File: config.mk
export PLATFORM = sky130hd
export DESIGN_NAME = egress_mux
export DESIGN_NICKNAME = d
export VERILOG_FILES = /design/src/logic/xbar_pkg.sv /design/src/logic/egress_mux.sv
export VERILOG_INCLUDE_DIRS = /design/src /design/src/logic
export SDC_FILE = /design/constraint.sdc
export NUM_CORES = 1
export LEC_CHECK = 0
export BUFFER_PORTS_ARGS = -buffer_cell sky130_fd_sc_hd__clkbuf_2
export CAP_MARGIN = 10
export CORE_AREA = 2 2 130 132
export CTS_CLUSTER_DIAMETER = 30
export CTS_CLUSTER_SIZE = 40
export DETAILED_ROUTE_END_ITERATION = 7
export DIE_AREA = 0 0 132 134
export PLACE_DENSITY = 0.64
export SYNTH_ARGS = -nofsm -noshare
export SYNTH_HDL_FRONTEND = slang
export SYNTH_SLANG_ARGS = --single-unit
File: constraint.sdc
create_clock -name clk -period 7.6 [get_ports clk]
set_clock_uncertainty 0.05 [all_clocks]
set_input_delay 0.38 -clock clk [delete_from_list [all_inputs] [get_ports clk]]
set_output_delay 0.38 -clock clk [all_outputs]
set_load 0.1 [all_outputs]
File: src/logic/xbar_defs.svh
// Crossbar sizing macros: port count, word and ID widths, table depth, MTU
`ifndef XBAR_DEFS_SVH
`define XBAR_DEFS_SVH

// ----------------------------------------------------------------------
// Port geometry
// ----------------------------------------------------------------------
`define XB_NPORTS        4
`define XB_PORT_W        2

// ----------------------------------------------------------------------
// Stream payload
// ----------------------------------------------------------------------
`define XB_DATA_W        64
// Endpoint ID sits in the low bits of the first word
`define XB_EPID_W        16

// ----------------------------------------------------------------------
// Routing table and buffering
// ----------------------------------------------------------------------
`define XB_TBL_DEPTH     8
`define XB_TBL_IDX_W     3
`define XB_MTU_WORDS     32
// Fail-safe output for unmapped IDs
`define XB_DEFAULT_PORT  0

`endif

File: src/logic/xbar_pkg.sv
// Crossbar types: data, ID and port vectors, FSM states, round-robin pick
`include "xbar_defs.svh"

package xbar_pkg;

  // Meaningful widths
  typedef logic [`XB_DATA_W-1:0] word_t;
  typedef logic [`XB_EPID_W-1:0] epid_t;
  typedef logic [`XB_PORT_W-1:0] port_t;
  typedef logic [`XB_NPORTS-1:0] port_mask_t;
  // Config word, low bits carry the port
  typedef logic [31:0]           cfg_data_t;

  // Ingress FSM
  typedef enum logic [1:0] {
    IN_IDLE,
    IN_FILL,
    IN_LOOKUP,
    IN_SEND
  } ingress_state_t;

  // Egress FSM
  typedef enum logic {
    EG_ALLOC,
    EG_PACKET
  } egress_state_t;

  // Next requester after last, last itself has lowest priority
  function automatic port_t rr_next(input port_mask_t req, input port_t last);
    port_t       pick;
    int unsigned idx;
    pick = last;
    // Walk backwards so the closest port after last wins
    for (int i = `XB_NPORTS; i >= 1; i--) begin
      idx = (int'(last) + i) % `XB_NPORTS;
      if (req[idx]) begin
        pick = port_t'(idx);
      end
    end
    return pick;
  endfunction

endpackage

File: src/logic/egress_mux.sv
// Round-robin packet-locked output multiplexer with a one-word output register
`timescale 1ns/1ps
`include "xbar_defs.svh"

module egress_mux
  import xbar_pkg::*;
(
  input  logic                   clk,
  input  logic                   reset,
  // From every ingress port
  input  word_t [`XB_NPORTS-1:0] i_tdata,
  input  port_mask_t             i_tlast,
  input  port_mask_t             i_valid,
  output port_mask_t             o_ready,
  // Output stream
  output word_t                  o_m_tdata,
  output logic                   o_m_tlast,
  output logic                   o_m_tvalid,
  input  logic                   i_m_tready
);

  egress_state_t state;
  // Current owner, also the round-robin reference
  port_t         owner;
  logic          out_free;
  logic          load;

  // ----------------------------------------------------------------------
  // Datapath control
  // ----------------------------------------------------------------------

  // Output register empty or draining this cycle
  assign out_free = !o_m_tvalid || i_m_tready;

  // Owner word moves into the output register
  assign load = (state == EG_PACKET) && i_valid[owner] && out_free;

  // Only the owner sees ready
  assign o_ready = ((state == EG_PACKET) && out_free) ? (port_mask_t'(1) << owner) : '0;

  // ----------------------------------------------------------------------
  // Allocation FSM and output valid
  // ----------------------------------------------------------------------

  always_ff @(posedge clk) begin
    if (reset) begin
      state      <= EG_ALLOC;
      owner      <= port_t'(`XB_NPORTS - 1);
      o_m_tvalid <= 1'b0;
    end else begin
      case (state)
        EG_ALLOC: begin
          // Decide once the output can take a word
          if ((|i_valid) && out_free) begin
            owner <= rr_next(i_valid, owner);
            state <= EG_PACKET;
          end
        end
        EG_PACKET: begin
          // Locked until the last word is taken
          if (load && i_tlast[owner]) begin
            state <= EG_ALLOC;
          end
        end
        default: state <= EG_ALLOC;
      endcase

      if (load) begin
        o_m_tvalid <= 1'b1;
      end else if (i_m_tready) begin
        o_m_tvalid <= 1'b0;
      end
    end
  end

  // Output word register
  always_ff @(posedge clk) begin
    if (load) begin
      o_m_tdata <= i_tdata[owner];
      o_m_tlast <= i_tlast[owner];
    end
  end

endmodule

Word level (Yosys, flattened, before mapping)
Cells that the tools add are included.
Operators by class
  add/subtract/negate cells: 4
  multiply operators: 0
  divide/modulo/power cells: 0
  magnitude comparators: 5
  equal/unequal tests: 0
  shifts and indexed selects: 1
  multiplexer cells: 24
  bitwise operators: 5
  reductions and logical operators: 15
Operators with widths (number)
  binary-select mux 64 bit (select 2 bit): 1
  < comparator 32 x 3 -> 1 bit (second input constant): 4
  2-to-1 mux 64 bit: 1
  binary-select mux 1 bit (select 2 bit): 6
  2-to-1 mux 1 bit: 10
  2-to-1 mux 2 bit: 4
  OR reduction 2 bit: 4
  logical AND 1 bit: 5
  adder 2 x 1 -> 2 bit (second input constant): 2
  adder 2 bit (second input constant): 2
  bitwise AND 1 bit (first input constant): 4
  2-to-1 mux 4 bit: 1
  nonzero test 4 bit: 1
  OR reduction 4 bit: 1
  << shifter 1 x 2 -> 4 bit (first input constant): 1
  < comparator 2 x 3 -> 1 bit (second input constant): 1
  AND reduction 3 bit: 1
  case mux 1 bit (2 select lines): 1
  nonzero test 2 bit: 1
  logical NOT 1 bit: 1
  logical OR 1 bit: 1
  inverter 1 bit: 1
Storage, ports and cells
  register bits after elaboration: 69
  bits in latches: 0
  memory bits (writable): 0
  bits in read-only memories: 0
  output and inout bits: 70
  logic and storage cells: 59
  memories kept: 0

Depth between registers and ports, before layout
  word-level depth: 9
  gate-level depth with buffers: 9
  gate-level depth less buffers: 6

Worst setup path before layout
No wires, ideal clock.
  path type: register to register
  start: register o_m_tvalid
  end: register o_m_tdata[0], enable pin
  data arrival time: 2.622 ns
  path slack: 4.495 ns
  stages on the path, launching flop included: 3
  buffers on the path: 0
  cells stage by stage: dfxtp_1 nand2b_1 and3_1
Between the ends
  word-level cells in the longest chain between the ends: 3
RTL lines
  from (decl): RTL line egress_mux.sv:18  | output logic o_m_tvalid,
  from (signal assigned): RTL line egress_mux.sv:49  | o_m_tvalid <= 1'b0;
  from (signal assigned): RTL line egress_mux.sv:69  | o_m_tvalid <= 1'b1;
  from (signal assigned): RTL line egress_mux.sv:71  | o_m_tvalid <= 1'b0;
  logical NOT 1 bit: RTL line egress_mux.sv:33  | assign out_free = !o_m_tvalid || i_m_tready;
  logical OR 1 bit: RTL line egress_mux.sv:33
  logical AND 1 bit: RTL line egress_mux.sv:36  | assign load = (state == EG_PACKET) && i_valid[owner] && out_free;
  named net load: RTL line egress_mux.sv:26  | logic load;
  to (signal assigned): RTL line egress_mux.sv:79  | o_m_tdata <= i_tdata[owner];
  to (decl): RTL line egress_mux.sv:16  | output word_t o_m_tdata,
The timed path passes the listed nets, and every way through them passes these cells.
A chain may end at the register's enable or synchronous reset.

Worst setup path after layout
  start: register owner[0]
  end: output o_ready[3]
Between the ends
  word-level cells in the longest chain between the ends: 2
RTL lines
  from (decl): RTL line egress_mux.sv:24  | port_t owner;
  from (signal assigned): RTL line egress_mux.sv:48  | owner <= port_t'(`XB_NPORTS - 1);
  from (signal assigned): RTL line egress_mux.sv:55  | owner <= rr_next(i_valid, owner);
  << shifter 1 x 2 -> 4 bit: RTL line egress_mux.sv:39  | assign o_ready = ((state == EG_PACKET) && out_free) ? (port_mask_t'(1) << owner) : '0;
  2-to-1 mux 4 bit: RTL line egress_mux.sv:39
  to (decl): RTL line egress_mux.sv:14  | output port_mask_t o_ready,
No other way between the ends.

==> metrics.cfg <==
[placed_design]
io_buffers = 336
hpwlAfterDp_um = 11280
dp_cells = 737
dpl_worst_slack_ps = 4665
place.gp.congestion = 0.8559

[finish]
diodes = 0
fin_util_pct = 37.58
fillCellCount = 1575
area_delta_synth_final_pct = 56.23
drive_gt1_share_pct = 79.17
instances_no_fill = 753
nets = 799

[logic_synthesis]
synth_cell_types = 30
ys_warn_count = 0
synth_area_per_cell_sq_um = 19.89
postSynthCellCount = 197
yosysSeqAreaShare_pct = 51.85
yosys_register_bits = 69
syn-cell-area_sq_um = 3919
synth_nets = 468

[critical_path]
slowest_stage = dfxtp_4
crit_arrival_ps = 2630
critical_path.cell_chain = buf_4, ha_1, and3_1, clkbuf_2
path_max_fanout = 42
critical_path_class = reg -> out
crit_required_ps = 7170
path_buf_inv = 2
worstSetupStartpointType = register
path_delay_family = buffers and inverters
end_kind = primary output
slowest_delay_ps = 750

[power]
clkPwrFrac_pct = 22.9
power_w = 0.001957
ir_worst_vdd_uv = 163.5
p_comb_share_pct = 45.8
switching_share_pct = 44.09
p_int_w = 0.001094
cellLeakagePower_nw = 2.822
powerDensity_nw_per_um2 = 319.6
switchingPower_w = 0.0008626
seq_power_share_pct = 31.3

[die]
io-pin-count = 337
start_util_pct = 24.06
core_area_sq_um = 16290
die-area_sq_um = 17690
die_y_um = 134
rows = 47
die_x_um = 132

[timing]
slew_headroom_pct = 32.96
worst_slew_pin_slew_ps = 1006
final-hold-violation-count = 0
fin_ws_ps = 4535
finalCritPeriodShare_pct = 40.33
finalMaxSlewViolations = 0
max_freq_mhz = 326.3
rsz0062_at_grt = false
setup_viol = 0
setup_tns_ps = 0
period_minus_slack_ps = 3065

[min_path]
hold_path.class = in -> reg

[cts]
clock_sinks = 69
cts-buffers-inserted = 9
cts_tree = done
cts_setup_buffers = 0
path_clk_slew_ps = 60
postCtsHoldBufs = 0
cts_buffer_depth = 2
htreeDepth = 3
clockRootBuffer = clkbuf_16
ctsResizeCount = 0
clk_latency_ps = 330

[global_route]
antenna_found_initial = 0
grt_pass1_wl_um = 21240
grt_max_degree = 76
track_usage_pct = 15.52
gr-total-overflow = 0
grt_pass1_vias = 3827

[routing]
wl_per_cell_um = 18.26
dr_total_vias = 3463
route.antenna.remaining_nets = 0
firstDrtPassIters = 4
viasPerCell = 4.599
drtIter0Drc = 158
drc = 0
routed_wl_um = 13750

[status]
status = completed

[flow_run]
maxCapViolations = 0

[cell type report]
type / count / area (sq um) / area share [%]
clock inverters: 7 / 88.84 / 1.451
inverters: 5 / 18.77 / 0.3066
clock buffers: 9 / 225.2 / 3.679
multi-input cells: 106 / 1785 / 29.16
flip-flops and latches: 69 / 2039 / 33.31
well taps: 220 / 275.3 / 4.496
repair buffers: 337 / 1689 / 27.59
[worst paths after layout]
kind / from / endpoint / slack [ps] / cells after the start
max: owner[0] / o_ready[3] / 4540 / 4
min: reset / o_m_tvalid / 250 / 2
max reg2reg: owner[0] / owner[0] / 4740 / 7
min reg2reg: state / state / 620 / 2
[metrics by stage]
step	hold slack (ps)	instance area [sq um]
6_report	248.7	6122
5_1_grt	249.0	6122
4_1_cts	226.3	6122
3_5_place_dp	586.5	5808
3_3_place_gp	572.8	5808
2_1_floorplan	399.1	3919
[synth_stat cells]
cell,count,area share [%]
edfxtp_1,65,50
mux4_2,65,37
buf_2,10,1.3
and3_1,5,0.80
clkbuf_1,5,0.48
nand2_1,5,0.48
dfxtp_1,4,2.0
ha_1,4,1.3
inv_1,3,0.29
nand2b_1,3,0.48
a21oi_1,2,0.26
a311oi_1,2,0.45
a31oi_1,2,0.32
inv_2,2,0.19
nor2b_1,2,0.32
nor3_1,2,0.26
o211ai_1,2,0.38
o21ai_0,2,0.26
a211oi_1,1,0.19
a221o_1,1,0.26
and3_4,1,0.29
buf_4,1,0.19
buf_6,1,0.29
mux2_1,1,0.29
mux2i_1,1,0.26
mux4_1,1,0.67
nand4_1,1,0.16
o211a_1,1,0.26
o32a_1,1,0.26
or4_1,1,0.19
[logic make-up after synthesis]
group,share of synthesized area (%)
simple gates,2.970
compound gates,2.618
fa+ha+maj,1.277
flops,51.85
mux,38.57
buf+inv,2.714
[routing by layer]
layer  part of all wire, %  vias up  global-route usage [%]
met5                     0        -                       0
met3                   7.7       15                   4.308
met2                    53      199                   27.86
met1                    37     1702                   17.98
met4                   1.7        0                   4.952
li1                      -     1547                       -
[flip-flops by register name (all words and copies together), names as in the netlist]
name	count
o_m_tdata	64
owner	2
o_m_tlast	1
o_m_tvalid	1
state	1
[placed cells by master, fill, tap and decap left out, drive strengths merged]
master	n
dfxtp	4
a221o	1
nand4	1
nor2b	2
nand2	5
o211a	1
o21ai	2
a31oi	2
edfxtp	65
bufinv	2
a211oi	1
o211ai	2
ha	4
nand2b	3
a311oi	2
buf	1
mux2	1
nor3	2
clkinv	3
mux4	66
inv	6
o32a	1
a21oi	2
mux2i	1
clkinvlp	1
and3	6
or4	1
clkbuf	345
[power by group through the flow]
stage	logic, W	clock network, W	registers, W
2_1_floorplan	0.000347	0	0.000994
3_3_place_gp	0.000890	0	0.000617
3_5_place_dp	0.000903	0	0.000623
4_1_cts	0.000904	0.000460	0.000615
5_1_grt	0.000935	0.000478	0.000626
6_report	0.000896	0.000448	0.000613
[worst register-to-register path, stage by stage (launching register included)]
cell and delay [ps]:
dfxtp_4 750, buf_4 680, inv_2 130, ha_1 440, mux2i_1 160, nand2_1 80
nand4_1 100, a221o_1 360
Power figures use the tool's default switching activity.
