File: src/logic/xbar_defs.svh
// Crossbar sizing macros: port count, word and ID widths, table depth, MTU
`ifndef XBAR_DEFS_SVH
`define XBAR_DEFS_SVH

// ----------------------------------------------------------------------
// Port geometry
// ----------------------------------------------------------------------
`define XB_NPORTS        4
`define XB_PORT_W        2

// ----------------------------------------------------------------------
// Stream payload
// ----------------------------------------------------------------------
`define XB_DATA_W        64
// Endpoint ID sits in the low bits of the first word
`define XB_EPID_W        16

// ----------------------------------------------------------------------
// Routing table and buffering
// ----------------------------------------------------------------------
`define XB_TBL_DEPTH     8
`define XB_TBL_IDX_W     3
`define XB_MTU_WORDS     32
// Fail-safe output for unmapped IDs
`define XB_DEFAULT_PORT  0

`endif

File: src/logic/xbar_pkg.sv
// Crossbar types: data, ID and port vectors, FSM states, round-robin pick
`include "xbar_defs.svh"

package xbar_pkg;

  // Meaningful widths
  typedef logic [`XB_DATA_W-1:0] word_t;
  typedef logic [`XB_EPID_W-1:0] epid_t;
  typedef logic [`XB_PORT_W-1:0] port_t;
  typedef logic [`XB_NPORTS-1:0] port_mask_t;
  // Config word, low bits carry the port
  typedef logic [31:0]           cfg_data_t;

  // Ingress FSM
  typedef enum logic [1:0] {
    IN_IDLE,
    IN_FILL,
    IN_LOOKUP,
    IN_SEND
  } ingress_state_t;

  // Egress FSM
  typedef enum logic {
    EG_ALLOC,
    EG_PACKET
  } egress_state_t;

  // Next requester after last, last itself has lowest priority
  function automatic port_t rr_next(input port_mask_t req, input port_t last);
    port_t       pick;
    int unsigned idx;
    pick = last;
    // Walk backwards so the closest port after last wins
    for (int i = `XB_NPORTS; i >= 1; i--) begin
      idx = (int'(last) + i) % `XB_NPORTS;
      if (req[idx]) begin
        pick = port_t'(idx);
      end
    end
    return pick;
  endfunction

endpackage

File: src/logic/ingress_port.sv
// Ingress packet buffer with ID lookup and destination demultiplexer
`timescale 1ns/1ps
`include "xbar_defs.svh"

module ingress_port
  import xbar_pkg::*;
(
  input  logic       clk,
  input  logic       reset,
  // Input stream
  input  word_t      i_s_tdata,
  input  logic       i_s_tlast,
  input  logic       i_s_tvalid,
  output logic       o_s_tready,
  // Lookup request and response
  output logic       o_find_valid,
  output epid_t      o_find_epid,
  input  logic       i_grant,
  input  logic       i_resp_valid,
  input  logic       i_resp_hit,
  input  port_t      i_resp_port,
  // Toward the egress multiplexers
  output word_t      o_tdata,
  output logic       o_tlast,
  output port_mask_t o_dst_valid,
  input  port_mask_t i_dst_ready
);

  localparam int ADDR_W = $clog2(`XB_MTU_WORDS);

  typedef logic [ADDR_W-1:0] addr_t;

  ingress_state_t state;
  // One packet of storage, packets are at most MTU words
  word_t          pkt_mem [`XB_MTU_WORDS];
  addr_t          wr_ptr;
  addr_t          rd_ptr;
  addr_t          last_idx;
  epid_t          epid_q;
  port_t          dst_q;
  logic           wr_en;
  logic           rd_en;

  // ----------------------------------------------------------------------
  // Handshakes and outputs
  // ----------------------------------------------------------------------

  // Accept words until the packet is complete
  assign o_s_tready = (state == IN_IDLE) || (state == IN_FILL);
  assign wr_en      = o_s_tready && i_s_tvalid;

  // Withdraw request while the lookup is in flight
  assign o_find_valid = (state == IN_LOOKUP) && !i_grant;
  assign o_find_epid  = epid_q;

  // Same word fans out to every destination
  assign o_tdata     = pkt_mem[rd_ptr];
  assign o_tlast     = (rd_ptr == last_idx);
  assign o_dst_valid = (state == IN_SEND) ? (port_mask_t'(1) << dst_q) : '0;
  assign rd_en       = |(o_dst_valid & i_dst_ready);

  // ----------------------------------------------------------------------
  // FSM
  // ----------------------------------------------------------------------

  always_ff @(posedge clk) begin
    if (reset) begin
      state  <= IN_IDLE;
      wr_ptr <= '0;
      rd_ptr <= '0;
    end else begin
      case (state)
        IN_IDLE, IN_FILL: begin
          if (wr_en) begin
            if (i_s_tlast) begin
              wr_ptr <= '0;
              state  <= IN_LOOKUP;
            end else begin
              wr_ptr <= wr_ptr + 1'b1;
              state  <= IN_FILL;
            end
          end
        end
        IN_LOOKUP: begin
          if (i_resp_valid) begin
            state <= IN_SEND;
          end
        end
        IN_SEND: begin
          // Stalled destination holds the packet here
          if (rd_en) begin
            if (o_tlast) begin
              rd_ptr <= '0;
              state  <= IN_IDLE;
            end else begin
              rd_ptr <= rd_ptr + 1'b1;
            end
          end
        end
        default: state <= IN_IDLE;
      endcase
    end
  end

  // ----------------------------------------------------------------------
  // Packet storage and routing info
  // ----------------------------------------------------------------------

  always_ff @(posedge clk) begin
    if (wr_en) begin
      pkt_mem[wr_ptr] <= i_s_tdata;
    end
  end

  always_ff @(posedge clk) begin
    // ID from the first word only
    if (wr_en && (state == IN_IDLE)) begin
      epid_q <= i_s_tdata[`XB_EPID_W-1:0];
    end
    if (wr_en && i_s_tlast) begin
      last_idx <= wr_ptr;
    end
    // Miss falls back to the default port
    if (i_resp_valid) begin
      dst_q <= i_resp_hit ? i_resp_port : port_t'(`XB_DEFAULT_PORT);
    end
  end

endmodule

File: config.mk
export PLATFORM = sky130hd
export DESIGN_NAME = ingress_port
export DESIGN_NICKNAME = d
export VERILOG_FILES = /design/src/logic/xbar_pkg.sv /design/src/logic/ingress_port.sv
export VERILOG_INCLUDE_DIRS = /design/src /design/src/logic
export SDC_FILE = /design/constraint.sdc
export NUM_CORES = 2
export LEC_CHECK = 0
export BUFFER_PORTS_ARGS = -buffer_cell sky130_fd_sc_hd__buf_2
export CAP_MARGIN = 40
export CORE_ASPECT_RATIO = 2
export CORE_MARGIN = 5
export CORE_UTILIZATION = 55
export DETAILED_ROUTE_END_ITERATION = 6
export PLACE_DENSITY_LB_ADDON = 0.3
export RECOVER_POWER = 50
export SYNTH_ARGS = -nofsm -noshare
export SYNTH_HDL_FRONTEND = slang
export SYNTH_SLANG_ARGS = --single-unit
export TNS_END_PERCENT = 50
File: constraint.sdc
create_clock -name clk -period 16.35 [get_ports clk]
set_clock_uncertainty 0.15 [all_clocks]
set_input_delay 3.27 -clock clk [delete_from_list [all_inputs] [get_ports clk]]
set_output_delay 3.27 -clock clk [all_outputs]
set_load 0.03 [all_outputs]
; ---- Yosys cells after proc, flatten, opt, wreduce, memory -nomap -nowiden
; Memories as Yosys holds them, arrays and structs flattened. A register that Yosys moved wholly into a read port is not among the register bits.
; Index checks and enable logic that the tools add are counted.
[totals]
out_inout_bits = 87
ramBits = 2048
inputBits = 77
memories = 1
regBits = 35
wordCells = 44
[memory_table]
columns = name, words, width, rd, rd_clocked_by_memory_dff, write_ports, line_no
row1 = pkt_mem, 32, 64, 1, 1, 1, ingress_port.sv:35  ; word_t pkt_mem [`XB_MTU_WORDS];
[classes]
addsub = 2
muxes = 13
bitwise_logic = 1
n_eq_ne = 8
n_reduce_logical = 12
shifts = 1
[ops]
columns = operator, n
row1 = $mux 5, 4
row2 = $add 5x1->5 const B, 2
row3 = $mux 2, 5
row4 = $ne 2x2->1 const B, 4
row5 = $pmux 2 s3, 1
row6 = $eq 5x5->1, 1
row7 = $and 4x4->4, 1
row8 = $eq 2x2->1 const B, 2
row9 = $logic_and 1x1->1, 4
row10 = $mux 4, 1
row11 = $reduce_and 2->1, 2
row12 = $reduce_and 4->1, 1
row13 = $reduce_or 4->1, 1
row14 = $shl 1x2->4 const A, 1
row15 = $eq 2x1->1 const B, 1
row16 = $logic_not 2->1, 1
row17 = $mux 1, 2
row18 = $reduce_or 2->1, 1
row19 = $logic_not 1->1, 1
row20 = $logic_or 1x1->1, 1

; ---- Logic depth before layout (Yosys ltp)
[depth]
depth_word = 7
ltp_mapped = 8
ltp_nobuf = 5

; ---- Least setup slack after synthesis
; OpenSTA, ideal clock, no wires.
[synth_path]
kind = input port to flip-flop
start = in i_s_tvalid
end = mem pkt_mem[23][0] (netlist bit) (enable)
path_slack_ps = 7102
n_path_buf = 1
required_time_ps = 15622
setup_time_ps = 578
t_arrival_ps = 8520
cell_stages = 4
path_cell_list = nor2b_1 > clkbuf_1 > nand3_1 > nor3b_1
[synth_via]
elab_chain_len = 3
[synth_lines]
columns = element, line_no
row1 = "start, declared", ingress_port.sv:13  ; input logic i_s_tvalid,
row2 = $logic_and 1x1->1, ingress_port.sv:50  ; assign wr_en = o_s_tready && i_s_tvalid;
row3 = $mux 1, ingress_port.sv:110  ; if (wr_en) begin
row4 = $mux 1 (implied by the code), ingress_port.sv:111  ; pkt_mem[wr_ptr] <= i_s_tdata;
row5 = "end, declared", ingress_port.sv:35
; No other way between the ends.

==> impl_metrics.py <==
metrics = {
    "synthesis": {
        "syn_nets": 3394,
        "synth_top_area_cell": "edfxtp_1",
        "synth_cells": 3312,
        "yosysUniqueCellTypes": 49,
        "synth-async-reset-ratio_pct": 0,
        "yosysMostFrequentCell": "edfxtp_1",
        "syn-cell-area_sq_um": 78580,
        "avgSynthCellArea_sq_um": 23.73,
        "synth_edf_count": 2071,
        "synth_top_area_share_pct": 79.14,
        "ys_warn_count": 0,
        "yosys_most_used_dff": "edfxtp_1",
        "ys_seq_elements": 2088,
        "yosysSeqAreaShare_pct": 79.57,
        "synthTopCellsByCount": "edfxtp_1 (2071), mux4_2 (485), o22ai_1 (216), buf_2 (70), mux2i_1 (48)",
        "yosys-top-cells-area": "edfxtp_1 (79%), mux4_2 (14%), o22ai_1 (1.7%), nor4_2 (0.72%), mux2i_1 (0.61%)",
    },
    "job": {
        "maxCapViolations": 1,
    },
    "pwr": {
        "ir_drop_mv": 0.08749,
        "clkPwrFrac_pct": 40.1,
        "p_seq_share_pct": 57.4,
        "p_sw_uw": 2025,
        "p_comb_share_pct": 2.5,
        "pwr_density_cell_nw_per_um2": 117.5,
        "switching_share_pct": 19.66,
        "p_total_uw": 10300,
        "power.internal_uw": 8275,
        "p_leak_uw": 0.02617,
    },
    "clock_tree": {
        "cts_made_buffers": 175,
        "cts.clk_slew.worst_paths_ns": 0.07,
        "post_cts_resized": 0,
        "root_buffer": "clkbuf_16",
        "cts_tree": "built",
        "holdBufCountCts": 0,
        "worstSkewPairLatency_ns": 0.81,
        "clock_path_buffers": 4,
        "cts_num_sinks": 2088,
        "post_cts.repair.setup_buffers": 0,
        "htreeDepth": 4,
    },
    "detailed_routing": {
        "dr.pass1.iters": 7,
        "dr.first_iter.drc_count": 5169,
        "vias_per_cell": 6.691,
        "drc": 1,
        "ant_nets": 0,
        "vias": 37530,
        "wirelength_mm": 195.7,
        "wl_per_cell_um": 34.90,
    },
    "sta": {
        "fin_crit_ns": 8.272,
        "relSlewSlack_pct": 0.8444,
        "setup_viol": 0,
        "setup-tns-final_ns": 0,
        "maxSlewViolCount": 0,
        "fmax_ghz": 0.1209,
        "worst_pin_slew_ns": 1.487,
        "fin_crit_sh_pct": 50.60,
        "hold_viol_final": 0,
        "rsz0062_at_grt": "no",
    },
    "global_routing": {
        "grt.met3_usage_pct": 3.939,
        "track_usage_pct": 25.73,
        "grt_pass1_wl_mm": 278.4,
        "gr-total-overflow": 0,
        "met1_usage_pct": 34.02,
        "antenna_found_initial": 16,
        "grt_max_degree": 151,
        "grt_util_met2_pct": 45.19,
        "grt_pass1_vias": 38450,
        "grt_most_used_layer": "met2",
    },
    "floorplanning": {
        "row_count": 196,
        "die-height_um": 544.6,
        "initial_utilization_pct": 55.25,
        "dieArea_sq_um": 151000,
        "core-area_sq_um": 142200,
        "io_pins": 164,
        "die_x_um": 277.3,
    },
    "critical_path": {
        "cpPeakStageDelay_ns": 0.65,
        "startpoint_type": "register",
        "cp_data_required_time_ns": 12.93,
        "worstPathArrival_ns": 4.85,
        "worst-setup-path-type": "reg2out",
        "cp_max_fo": 92,
        "crit_top_cell": "buf_12",
        "crit_slowest_cell": "dfxtp_4",
        "cp_cell_sequence": "buf_12 > buf_12 > or3b_4 > buf_4 > o22a_1 > o221ai_1 > nor3_1 > buf_2",
        "critPathCaptureType": "output port",
    },
    "final_layout": {
        "area_growth_pct": 11.59,
        "drive_above_1_share_pct": 27.62,
        "fin_nets": 3676,
    },
    "status": {
        "status": "finished with violations",
        "violations": "DRC, capacitance limit",
    },
    "place": {
        "dp_hpwl_mm": 103.7,
        "port_buffers": 163,
        "gp_congestion": 0.7511,
    },
    "worst_hold_path": {
        "worstHoldPathType": "reg2reg",
    },
}
## path summary, 6_finish.rpt
path / from / end / depth (start not counted) / slack (ns)
worst min-delay path: rd_ptr[0]$_SDFFE_PP0N_ / register / 2 / 0.40
worst max register to register: state[1]$_SDFFE_PP0P_ / pkt_mem[26][54]$_DFFE_PP_ / 5 / 12.10
worst min register to register: rd_ptr[0]$_SDFFE_PP0N_ / register / 2 / 0.40
worst max-delay path: register / o_tdata[28] / 8 / 8.08
## metal layers
metal | share of wire (%) | vias to the layer above | wire [um]
li1 | - | 14880 | -
met1 | 35 | 20160 | 69160
met2 | 53 | 2126 | 103800
met3 | 8.5 | 347 | 16650
met4 | 3.1 | 14 | 6070
met5 | 0.049 | - | 95
## cell usage in the layout (no fill, tap or decap), types with 5 or more instances in the layout
master        n
nand4_1       8
edfxtp_1   2071
xnor2_1       5
and3_1        5
inv_6         5
buf_4        86
nor2b_1       7
clkbuf_16   179
o221ai_1     10
nand2b_1      5
a22oi_1      30
nand3_1      17
mux2i_1      48
buf_2        99
a21oi_1      10
nor4_1        5
nand3b_1      5
nor4_2       45
nor3_1       11
o22a_1        8
o22ai_1     216
mux4_2      485
nand2_1      23
clkbuf_1    104
bufinv_16    18
inv_1         5
dfxtp_1      14
clkinv_2     25
buf_16       13
ha_1          5
clkinv_1     33
diode_2       6
nor2_4       30
nor2_1       17
buf_12       17
## state kept, by name, indices dropped and copies added, names as in the netlist, named ones only
name and count:
rd_ptr 5, wr_ptr 5, pkt_mem 2048, state 2, o_find_epid 16, last_idx 5
dst_q 2
## per-stage QoR
stage	hold slack, ns	utilization [%]	instance area (sq um)	std cells	worst slack, ns
finish	0.4038	61.65	87690	5609	8.078
global route	0.4362	61.65	87680	5605	8.033
CTS	0.3992	61.73	87800	5603	7.961
detailed placement	0.3995	57.85	82280	5298	8.826
global placement	0.3877	57.41	81650	5271	8.274
floorplan	0.2856	-	78580	3312	7.102
## power groups by stage
| stage | clock network (uW) | logic, uW | registers (uW) |
|---|---|---|---|
| after floorplan | 0 | 127 | 6030 |
| after global placement | 0 | 252 | 6030 |
| after detailed placement | 0 | 266 | 6030 |
| after CTS | 4170 | 266 | 5910 |
| after global routing | 4390 | 277 | 5910 |
| final | 4130 | 258 | 5910 |
## logic make-up (layout without fill, tap and decap cells)
logic type               count (synthesis)  after routing  synth area share, %
buffers and inverters                  182            592                1.481
AND/OR/NAND/NOR                        207            207                1.775
XOR/XNOR                                 7              7              0.07802
AO/OA/AOI/OAI                          286            286                2.371
adder cells (fa/ha/maj)                  5              5              0.07961
flip-flops                            2088           2088                79.57
multiplexers                           537            537                14.64
other                                    0              6                    0
## layout make-up
cell class / count / area (sq um)
flip-flops and latches: 2088 / 62540
fillers: 9514 / 54540
multi-input cells: 1042 / 15160
clock buffers: 216 / 4618
well taps: 1881 / 2354
repair buffers: 282 / 2091
clock inverters: 89 / 898.4
inverters: 5 / 18.77
diodes: 6 / 15.01
## critical path, delay by kind of cell (launching register included)
kind / cells / cell delay, ns
buffers and inverters: 4 / 1.67
and+or+nand+nor: 2 / 1.04
AOI/OAI and AO/OA: 2 / 0.38
DFF: 1 / 0.65
(Power assumes the default switching activity.)
