[config.mk]
export PLATFORM = sky130hd
export DESIGN_NAME = lookup_arbiter
export DESIGN_NICKNAME = d
export VERILOG_FILES = /design/src/logic/xbar_pkg.sv /design/src/logic/lookup_arbiter.sv
export VERILOG_INCLUDE_DIRS = /design/src /design/src/logic
export SDC_FILE = /design/constraint.sdc
export NUM_CORES = 1
export LEC_CHECK = 0
export BUFFER_PORTS_ARGS = -buffer_cell sky130_fd_sc_hd__clkbuf_2
export CORE_AREA = 5 5 56 58
export DETAILED_ROUTE_END_ITERATION = 8
export DIE_AREA = 0 0 61 63
export GPL_ROUTABILITY_DRIVEN = 1
export PLACE_DENSITY = 0.84
export SKIP_CTS_REPAIR_TIMING = 1
export SYNTH_ARGS = -nofsm -noshare
export SYNTH_HDL_FRONTEND = slang
export SYNTH_SLANG_ARGS = --single-unit
[constraint.sdc]
create_clock -name clk -period 3.2 [get_ports clk]
set_input_delay 0.48 -clock clk [delete_from_list [all_inputs] [get_ports clk]]
set_output_delay 0.48 -clock clk [all_outputs]
set_load 0.05 [all_outputs]
[src/logic/xbar_defs.svh]
// Crossbar sizing macros: port count, word and ID widths, table depth, MTU
`ifndef XBAR_DEFS_SVH
`define XBAR_DEFS_SVH

// ----------------------------------------------------------------------
// Port geometry
// ----------------------------------------------------------------------
`define XB_NPORTS        4
`define XB_PORT_W        2

// ----------------------------------------------------------------------
// Stream payload
// ----------------------------------------------------------------------
`define XB_DATA_W        64
// Endpoint ID sits in the low bits of the first word
`define XB_EPID_W        16

// ----------------------------------------------------------------------
// Routing table and buffering
// ----------------------------------------------------------------------
`define XB_TBL_DEPTH     8
`define XB_TBL_IDX_W     3
`define XB_MTU_WORDS     32
// Fail-safe output for unmapped IDs
`define XB_DEFAULT_PORT  0

`endif

[src/logic/xbar_pkg.sv]
// Crossbar types: data, ID and port vectors, FSM states, round-robin pick
`include "xbar_defs.svh"

package xbar_pkg;

  // Meaningful widths
  typedef logic [`XB_DATA_W-1:0] word_t;
  typedef logic [`XB_EPID_W-1:0] epid_t;
  typedef logic [`XB_PORT_W-1:0] port_t;
  typedef logic [`XB_NPORTS-1:0] port_mask_t;
  // Config word, low bits carry the port
  typedef logic [31:0]           cfg_data_t;

  // Ingress FSM
  typedef enum logic [1:0] {
    IN_IDLE,
    IN_FILL,
    IN_LOOKUP,
    IN_SEND
  } ingress_state_t;

  // Egress FSM
  typedef enum logic {
    EG_ALLOC,
    EG_PACKET
  } egress_state_t;

  // Next requester after last, last itself has lowest priority
  function automatic port_t rr_next(input port_mask_t req, input port_t last);
    port_t       pick;
    int unsigned idx;
    pick = last;
    // Walk backwards so the closest port after last wins
    for (int i = `XB_NPORTS; i >= 1; i--) begin
      idx = (int'(last) + i) % `XB_NPORTS;
      if (req[idx]) begin
        pick = port_t'(idx);
      end
    end
    return pick;
  endfunction

endpackage

[src/logic/lookup_arbiter.sv]
// Round-robin arbiter serializing ingress ID lookups onto the routing table
`timescale 1ns/1ps
`include "xbar_defs.svh"

module lookup_arbiter
  import xbar_pkg::*;
(
  input  logic                     clk,
  input  logic                     reset,
  // Requests from ingress ports
  input  port_mask_t               i_req_valid,
  input  epid_t [`XB_NPORTS-1:0]   i_req_epid,
  // Table lookup port
  output logic                     o_find_valid,
  output epid_t                    o_find_epid,
  input  logic                     i_result_valid,
  input  logic                     i_result_hit,
  input  port_t                    i_result_port,
  // Grant and response back to ingress ports
  output port_mask_t               o_grant,
  output port_mask_t               o_resp_valid,
  output logic                     o_resp_hit,
  output port_t                    o_resp_port
);

  // Most recently granted requester
  port_t last_q;
  port_t pick;
  // A lookup is in flight while any grant is held
  logic  busy;

  assign busy = |o_grant;
  assign pick = rr_next(i_req_valid, last_q);

  // ----------------------------------------------------------------------
  // Request side
  // ----------------------------------------------------------------------

  // One lookup per two cycles, issue only when idle
  assign o_find_valid = !busy && (|i_req_valid);
  assign o_find_epid  = i_req_epid[pick];

  // ----------------------------------------------------------------------
  // Response side
  // ----------------------------------------------------------------------

  // Result pulse goes to the granted port only
  assign o_resp_valid = i_result_valid ? o_grant : '0;
  assign o_resp_hit   = i_result_hit;
  assign o_resp_port  = i_result_port;

  always_ff @(posedge clk) begin
    if (reset) begin
      o_grant <= '0;
      // Port 0 wins first after reset
      last_q  <= port_t'(`XB_NPORTS - 1);
    end else if (o_find_valid) begin
      o_grant <= port_mask_t'(1) << pick;
      last_q  <= pick;
    end else if (i_result_valid) begin
      // Table answered, free for the next lookup
      o_grant <= '0;
    end
  end

endmodule

## Word-level counts from Yosys, hierarchy flattened

Cells that the tools add are included.

- Register bits: 6
- Input bits: 74

- Add/subtract/negate cells: 4
- $lt $le $gt $ge: 5
- Shift-type cells: 1
- Mux-type cells: 17
- Bitwise gates (word level): 4
- Reduce and logical (&&, ||, !) cells: 9

Operators by type and width:

| operator | number |
|---|---|
| 32-bit by 3-bit < comparator with 1-bit output, second input constant | 4 |
| 16-bit binary-select mux with 2-bit select | 1 |
| 16-bit 2-to-1 mux | 1 |
| 4-bit 2-to-1 mux | 3 |
| 1-bit binary-select mux with 2-bit select | 4 |
| 2-bit 2-to-1 mux | 4 |
| 2-bit OR reduction | 4 |
| 4-bit OR reduction | 2 |
| 2-bit by 1-bit adder with 2-bit output, second input constant | 2 |
| 2-bit adder, second input constant | 2 |
| 1-bit bitwise AND, first input constant | 4 |
| 1-bit 2-to-1 mux | 4 |
| 1-bit by 2-bit left shift with 4-bit output, first input constant | 1 |
| 2-bit by 3-bit < comparator with 1-bit output, second input constant | 1 |
| 2-bit nonzero test | 1 |
| 1-bit logical AND | 1 |
| 1-bit zero test | 1 |

## Logic depth before layout (Yosys ltp)

Gate-level depths: netlist (run 1).

- Depth after elaboration: 11
- Gate-level depth with buffers: 6

## Least setup slack after synthesis (run 1)

Ideal clock, no wire load.

- Path kind: input-to-output
- From: input i_req_valid[0]
- To: output o_find_epid[0]
- Arrival: 2.113 ns
- Required time: 2.720 ns
- Setup slack: 0.607 ns
- Cell stages on the path: 5
- Cells stage by stage: o21a_2 mux2i_4 buf_12 mux2i_1 mux2i_1

- Cells in the longest elaborated chain, start to end: 8
- Elaborated cells between the ends (all ways): 14
- Classes of those cells: mux (14)

RTL lines:

| item | line | text |
|---|---|---|
| start: declaration | lookup_arbiter.sv:11 | `input port_mask_t i_req_valid,` |
| 1-bit binary-select mux with 2-bit select | xbar_pkg.sv:36 | `if (req[idx]) begin` |
| 1-bit 2-to-1 mux (implied by the code) | xbar_pkg.sv:36 |  |
| 2-bit 2-to-1 mux (3 in a row) | xbar_pkg.sv:36 |  |
| 2-bit 2-to-1 mux * | xbar_pkg.sv:36 |  |
| 16-bit binary-select mux with 2-bit select * | lookup_arbiter.sv:41 | `assign o_find_epid = i_req_epid[pick];` |
| 16-bit 2-to-1 mux (implied by the code) * | lookup_arbiter.sv:41 |  |
| end: declaration | lookup_arbiter.sv:15 | `output epid_t o_find_epid,` |

Mark *: on every way between the ends. The rest lies on a longest branch, timed or not. The select of a mux whose other input is x is not followed.

## Worst setup path in the final report (run 1)

- From: register last_q[0]
- To: output o_find_epid[1]

- Cells in the longest elaborated chain, start to end: 9
- Elaborated cells between the ends (all ways): 18
- Classes of those cells: add/sub (4); mux (14)

RTL lines:

| item | line | text |
|---|---|---|
| start: declaration | lookup_arbiter.sv:27 | `port_t last_q;` |
| start signal: assignment | lookup_arbiter.sv:56 | `` last_q <= port_t'(`XB_NPORTS - 1); `` |
| start signal: assignment | lookup_arbiter.sv:59 | `last_q <= pick;` |
| 2-bit by 1-bit adder with 2-bit output | xbar_pkg.sv:35 | `` idx = (int'(last) + i) % `XB_NPORTS; `` |
| 1-bit binary-select mux with 2-bit select | xbar_pkg.sv:36 |  |
| 1-bit 2-to-1 mux (implied by the code) | xbar_pkg.sv:36 |  |
| 2-bit 2-to-1 mux (3 in a row) | xbar_pkg.sv:36 |  |
| 2-bit 2-to-1 mux * | xbar_pkg.sv:36 |  |
| 16-bit binary-select mux with 2-bit select * | lookup_arbiter.sv:41 |  |
| 16-bit 2-to-1 mux (implied by the code) * | lookup_arbiter.sv:41 |  |

Marks and branches as above.

==> metrics, run 1 <==
Synth Area in Compound Gates=10.8%; instance count on the critical path=6; DRC Markers=0; Worst Max-Slew Pin Slew=0.640 ns; largest family of logic cells by synthesized area=multiplexers; Clk pwr share=5.2%; Sw Pwr=0.000816 W; mapped cell area=916 sq um; mean area per synthesized cell=9.54 sq um; crit-path cells=nand2b_1 > o21ai_0 > a221oi_4 > buf_4 > mux2i_1 > clkbuf_2; top-count cell post-synth=mux2i_1; post-synth top area cell=mux2i_1; total negative slack=0 ns; final net count=265; Worst-path clk slew=roughly 0.050 ns; post-synthesis adder-cell area fraction=0%; multi-input combinational cell area=691 sq um; Max Slew Vio Count=0; final core occ=53.4%; CTS tree=built; Synth Register Bits=6; row cnt=19; GP Congestion=0.758; Int Power=~0.0005 W; global-route wire length before repair=4.55 mm; min cycle time layout=2.64 ns; Min-Delay Path Class=reg2reg; Worst Reg-to-Reg Cells=5; Syn Inst Count=96; fmax=between 0.3 and 0.4 GHz; post-synth top area share=between 50 and 60%; Worst setup endpoint=o_find_epid[1]; Critical Path Start=last_q[0]; largest net degree at the start of global routing=25; clock buffer depth=2; Die ar.=3840 sq um; launch point of the worst reg-to-reg path=o_grant[3]; via count=1057; Relative slew margins=56.7%; Distinct cells, synth=22; WL final=2.90 mm; CP Capture Type=output pin; DRT iter0 DRCs=16; Die H=63 um; IO Pins=102; total power=0.00131 W; power share of the combinational group=84.5%; H-tree depth=1; area grow syn2layout=52.5%; Starting Density=a little over a third; DRT Pass-1 Iters=5; most frequent cells after synthesis=48 x mux2i_1, 7 x inv_1, 6 x dfxtp_1; TritonCTS buffer count=3; Core Box Area=between 2000 and 3000 sq um; Reg area=around 120 sq um; syn_nets=170; clk_lat worst skew=around 0.24 ns; critical path class=reg2out; sequential share of the synthesized area=13.1%; initial antenna violation count=0; r2r setup slk=1.82 ns; max incr delay on CP=0.39 ns; Power Density=942 nW/um^2; mux share of post-synthesis cell area=a little over half; grt total ovfl=0; Required @ worst endpoint=2.72 ns; GRT Overall Usage=15.1%; critical path launch point type=register; Max-Cap Viols=0; DR WL/cell=~13 um; period utilization=approximately 82%; Clk Tree Root Cell=clkbuf_4; Synth Area in XOR/XNOR=0%; number of fillers in the final layout=244; Crit Path Max Fanout=16; top post-synthesis cells by area=mux2i_1 52%, dfxtp_1 13%, buf_12 4.4%, o32ai_1 3.8%, buf_4 3.3%; post-route ant nets=0; Most used DFF post-synth=dfxtp_1; Net Sw Frac=62.0%; vias per cell=4.80; YS warnings=0; layout cell share with drive strength beyond 1=55.6%; Post-synth EDFFs=0; post-synthesis simple-gate area fraction=7.79%; Die Width=61 um; vias in the first global route=1060; diode count=0; total clock sinks=6; static leakage=0.824 nW; clk_skew=slightly above 0.002 ns; Final Hold Viols=0; Buf/Inv on CP=2; final setup fails=0; Arrival @ worst endpoint=2.16 ns; VDD IR-drop max=0.000650 V; RSZ-0062 raised after global routing=no; DP HPWL=2.69 mm; I/O Buffers=95; outcome=finished clean; CP max stage cell=dfxtp_1; Worst path top cell family by delay=buffers and inverters; r2r endpoint=o_grant[0]; Async SR Flop Fraction=0%; Seq pwr share=between 10 and 15%
## how the worst min path moves through the flow
stage | start | end | slack [ns] | cells after the start
2_1_floorplan | last_q[0] | last_q[0] | 0.51 | 2
3_3_place_gp | o_grant[2] | o_grant[2] | 0.50 | 2
3_5_place_dp | o_grant[3] | o_grant[3] | 0.50 | 2
4_1_cts | o_grant[3] | o_grant[3] | 0.51 | 2
5_1_grt | reset | o_grant[1] | 0.54 | 2
6_report | o_grant[2] | o_grant[2] | 0.51 | 2
## sequential cells by signal, indices dropped and copies added (netlist names)
name,cells
last_q,2
o_grant,4
## layout by cell type, fill, tap and decap left out, drive strengths merged
cell type,n
o21ai,2
a221oi,1
nor2,3
o21a,1
mux2i,49
nand2,1
a21bo,1
nor4,1
dfxtp,6
a22oi,1
nand2b,4
buf,3
and2,4
o32ai,4
clkbuf,98
o41ai,1
inv,7
a21oi,2
## metrics by stage
step                      instance area [sq um]  instances  hold slack [ns]  setup WS, ns
final                                      1400        220            0.507         0.564
after global routing                       1400        220            0.540         0.374
after CTS                                  1400        220            0.509         0.532
after detailed placement                   1370        217            0.503         0.657
after global placement                     1370        217            0.499         0.669
after floorplan                             916         96            0.507         0.608
## cell families after synthesis
group           Yosys count
buf+inv                  15
mux                      49
simple gates             13
flops                     6
compound gates           13
## per-layer routing
| metal | vias up | routed length, um | global-route usage, % |
|---|---|---|---|
| li1 | 538 | - | - |
| met1 | 454 | 957 | 15.7 |
| met2 | 61 | 1510 | 26.9 |
| met3 | 4 | 380 | 5.17 |
| met4 | 0 | 52 | 5.42 |
| met5 | - | 0 | 0 |
## worst register-to-register path, stage by stage, from the launching register on
cell      delay, ns
dfxtp_1        0.32
nor4_1         0.36
o41ai_1        0.21
nor2_1         0.20
nand2b_1       0.10
o32ai_1        0.11
## cell type report
cell class | instances | area share (%)
Timing Repair Buffer | 98 | 35.7
Multi-Input combinational cell | 75 | 49.5
Tap cell | 31 | 2.78
Clock buffer | 3 | 1.61
Inverter | 7 | 1.88
Sequential cell | 6 | 8.60
## power groups by stage
| stage | clock, W | combinational (W) | sequential, W |
|---|---|---|---|
| 6_report | 0.0000677 | 0.00111 | 0.000136 |
| 5_1_grt | 0.0000753 | 0.00118 | 0.000143 |
| 4_1_cts | 0.0000700 | 0.00112 | 0.000137 |
| 3_5_place_dp | 0 | 0.00112 | 0.000139 |
| 3_3_place_gp | 0 | 0.00112 | 0.000138 |
| 2_1_floorplan | 0 | 0.000891 | 0.000188 |
No activity file was read; power rests on OpenSTA's default activity.
==> run 2, diff against run 1 <==
--- a/config.mk
+++ b/config.mk
@@ -6,12 +6,13 @@
 export SDC_FILE = /design/constraint.sdc
 export NUM_CORES = 1
 export LEC_CHECK = 0
+export ABC_AREA = 1
 export BUFFER_PORTS_ARGS = -buffer_cell sky130_fd_sc_hd__clkbuf_2
-export CORE_AREA = 5 5 56 58
+export CORE_AREA = 5 5 66 68
 export DETAILED_ROUTE_END_ITERATION = 8
-export DIE_AREA = 0 0 61 63
+export DIE_AREA = 0 0 71 73
 export GPL_ROUTABILITY_DRIVEN = 1
-export PLACE_DENSITY = 0.84
+export PLACE_DENSITY = 0.75
 export SKIP_CTS_REPAIR_TIMING = 1
 export SYNTH_ARGS = -nofsm -noshare
 export SYNTH_HDL_FRONTEND = slang
==> constraint.sdc (replaced) <==
create_clock -name clk -period 2.3 [get_ports clk]
set_input_delay 0.345 -clock clk [delete_from_list [all_inputs] [get_ports clk]]
set_output_delay 0.345 -clock clk [all_outputs]
set_load 0.05 [all_outputs]
==> metrics, run 2 <==
max incr delay on CP=0.35 ns (was 0.39 ns); Synth Register Bits=6 (unchanged); post-synth top area cell=nand2_1 (was mux2i_1); critical path class=reg2out (unchanged); sequential share of the synthesized area=9.43% (was 13.1%); Buf/Inv on CP=5 (was 2); DR WL/cell=12.6 um (was 13.2 um); commonest non-fill, non-tap cell in the layout=nand2_1 (was clkbuf_2); clk_lat worst skew=0.22 ns (was 0.24 ns); Core Box Area=3800 sq um (was 2620 sq um); Starting Density=33.5% (was 35.0%); post-synthesis simple-gate area fraction=66.9% (was 7.79%); Max-Cap Viols=0 (unchanged); Crit Path Max Fanout=8 (was 16); most frequent cells in the layout=92 x nand2_1, 79 x clkbuf_2, 33 x nand3_1 (was 95 x clkbuf_2, 48 x mux2i_1, 7 x inv_1); period utilization=99.8%; final net count=421 (was 265); top-count cell post-synth=nand2_1 (was mux2i_1); final setup fails=0 (unchanged); Worst Max-Slew Pin Slew=0.437 ns (was 0.640 ns); vias per cell=4.75 (was 4.80); top post-synthesis cells by area=nand2_1 33%, nand3_1 13%, dfxtp_1 9.4%, nand3b_1 9.4%, inv_1 7.4% (was mux2i_1 52%, dfxtp_1 13%, buf_12 4.4%, o32ai_1 3.8%, buf_4 3.3%); most frequent cells after synthesis=111 x nand2_1, 34 x nand3_1, 25 x inv_1 (was 48 x mux2i_1, 7 x inv_1, 6 x dfxtp_1); outcome=finished clean (unchanged); mean area per synthesized cell=5.29 sq um (was 9.54 sq um); Async SR Flop Fraction=0% (unchanged); largest net degree at the start of global routing=36 (was 25); Most used DFF post-synth=dfxtp_1 (unchanged); Synth Area in XOR/XNOR=0% (unchanged); largest family of logic cells by synthesized area=simple AND/OR/NAND/NOR gates (was multiplexers); GRT Overall Usage=15.3% (was 15.1%); min cycle time layout=between 2 and 2.5 ns; Relative slew margins=70.7% (was 56.7%); CP max stage cell=dfxtp_4 (was dfxtp_1); Worst-path clk slew=0.04 ns (was 0.05 ns); WL final=4.97 mm (was 2.90 mm); area grow syn2layout=77.0% (was 52.5%); global-route wire length before repair=6.73 mm (was 4.55 mm); Final Hold Viols=0 (unchanged); grt total ovfl=0 (unchanged); Die ar.=5180 sq um (was 3840 sq um); DP HPWL=3.42 mm (was 2.69 mm); instance count on the critical path=13 (was 6); number of fillers in the final layout=358 (was 244); TritonCTS buffer count=3 (unchanged); Die H=73 um (was 63 um); clock buffer depth=2 (unchanged); clk_skew=0.00387 ns (was 0.00202 ns); DRC Markers=0 (unchanged); diode count=0 (unchanged); CTS tree=built (unchanged); total clock sinks=6 (unchanged); crit-path cells=buf_12 > o21ai_4 > nand2_2 > nand2_2 > inv_4 > nand3_4 > buf_12 > clkbuf_16 > nand3_1 > nand2_1 > nand2_1 > nand2_1 > buf_6 (was nand2b_1 > o21ai_0 > a221oi_4 > buf_4 > mux2i_1 > clkbuf_2); row cnt=23 (was 19); Largest regs=o_grant x4, last_q x2 (unchanged); H-tree depth=1 (unchanged); Biggest register=o_grant (unchanged); Die Width=71 um (was 61 um); fmax=0.435 GHz; Distinct cells, synth=24 (was 22); Post-synth EDFFs=0 (unchanged); Syn Inst Count=241 (was 96); Placement Setup Slack=0.111 ns (was 0.657 ns); Clk Tree Root Cell=clkbuf_8 (was clkbuf_4); initial antenna violation count=0 (unchanged); via count=1878 (was 1057); I/O Buffers=95 (unchanged); number of flip-flops in the largest register=4 (unchanged); post-synth top area share=32.7% (was 52.5%); CP Capture Type=output pin (unchanged); Arrival @ worst endpoint=1.95 ns (was 2.16 ns); Final Worst Setup Slack=0.00369 ns (was 0.564 ns); mux share of post-synthesis cell area=0% (was 54.9%); most used cell, CP=nand2_1; Worst path top cell family by delay=buffers and inverters (unchanged); critical path launch point type=register (unchanged); layout cell share with drive strength beyond 1=45.8% (was 55.6%); mapped cell area=1270 sq um (was 916 sq um); hold-critical path depth=2 (unchanged); Max Slew Vio Count=0 (unchanged); RSZ-0062 raised after global routing=yes (was no); Synth Area in Compound Gates=4.62% (was 10.8%); post-route ant nets=0 (unchanged); post-synthesis adder-cell area fraction=0% (unchanged); IO Pins=102 (unchanged); vias in the first global route=1724 (was 1060); DRT Pass-1 Iters=4 (was 5); Min-Delay Path Class=in2reg (was reg2reg); GP Congestion=0.842 (was 0.758); Required @ worst endpoint=1.96 ns (was 2.72 ns); syn_nets=315 (was 170); Worst Reg-to-Reg Cells=12 (was 5); DRT iter0 DRCs=91 (was 16); YS warnings=0 (unchanged)
## run 2: cell types whose count changed after synthesis, sizes merged, moves of 4 or more
cell	delta
and2	-4
a21oi	+4
nand2b	-4
nand2	+117
inv	+22
o32ai	-4
nand3b	+16
nor2	+4
buf	+7
nand3	+36
mux2i	-49
## run 2: layout make-up
class / instances / area (sq um) / share of cell area (%)
Multi-Input combinational cell: 193 / 1040 / 46.1
Timing Repair Buffer: 114 / 870 / 38.6
Sequential cell: 6 / 128 / 5.66
Inverter: 29 / 114 / 5.05
Tap cell: 50 / 62.6 / 2.77
Clock buffer: 3 / 41.3 / 1.83
## run 2: cell families after synthesis
kind of cell | count (synthesis)
and+or+nand+nor | 180
buffers and inverters | 44
AOI/OAI and AO/OA | 11
DFF | 6
## run 2: final timing paths
kind              start              to  slack, ns
min               reset      o_grant[2]       0.37
min reg2reg  o_grant[3]      o_grant[3]       0.49
max           last_q[0]  o_find_epid[3]      0.004
max reg2reg   last_q[0]      o_grant[3]       0.61
## run 2: per-stage QoR
| stage | instance area, sq um | hold slack [ns] | std cells | utilization, % | setup TNS, ns |
|---|---|---|---|---|---|
| 4_1_cts | 1830 | 0.364 | 383 | 48.1 | -1.77 |
| 2_1_floorplan | 1270 | 0.414 | 241 | - | 0 |
| 5_1_grt | 2250 | 0.372 | 395 | 59.4 | -0.664 |
| 6_report | 2250 | 0.367 | 395 | 59.4 | 0 |
| 3_3_place_gp | 1790 | 0.489 | 380 | 47.0 | 0 |
| 3_5_place_dp | 1790 | 0.491 | 380 | 47.0 | 0 |
## run 2: worst register-to-register path, delay by kind of cell, from the launching register on
kind            cells  cell delay [ns]
buf+inv             5             0.68
simple gates        6             0.48
flops               1             0.35
compound gates      1             0.06
## run 2: per-layer routing
metal	GRT usage, %	part of all wire (%)	vias up
met5	0	0	-
met4	4.59	2.7	0
met3	2.75	6.6	14
met2	31.0	52	78
met1	15.8	38	820
li1	-	-	966
Power of run 2 is left out: the tool's default activity adds up to more than one toggle a clock period on the data nets, which glitch-free logic cannot reach.
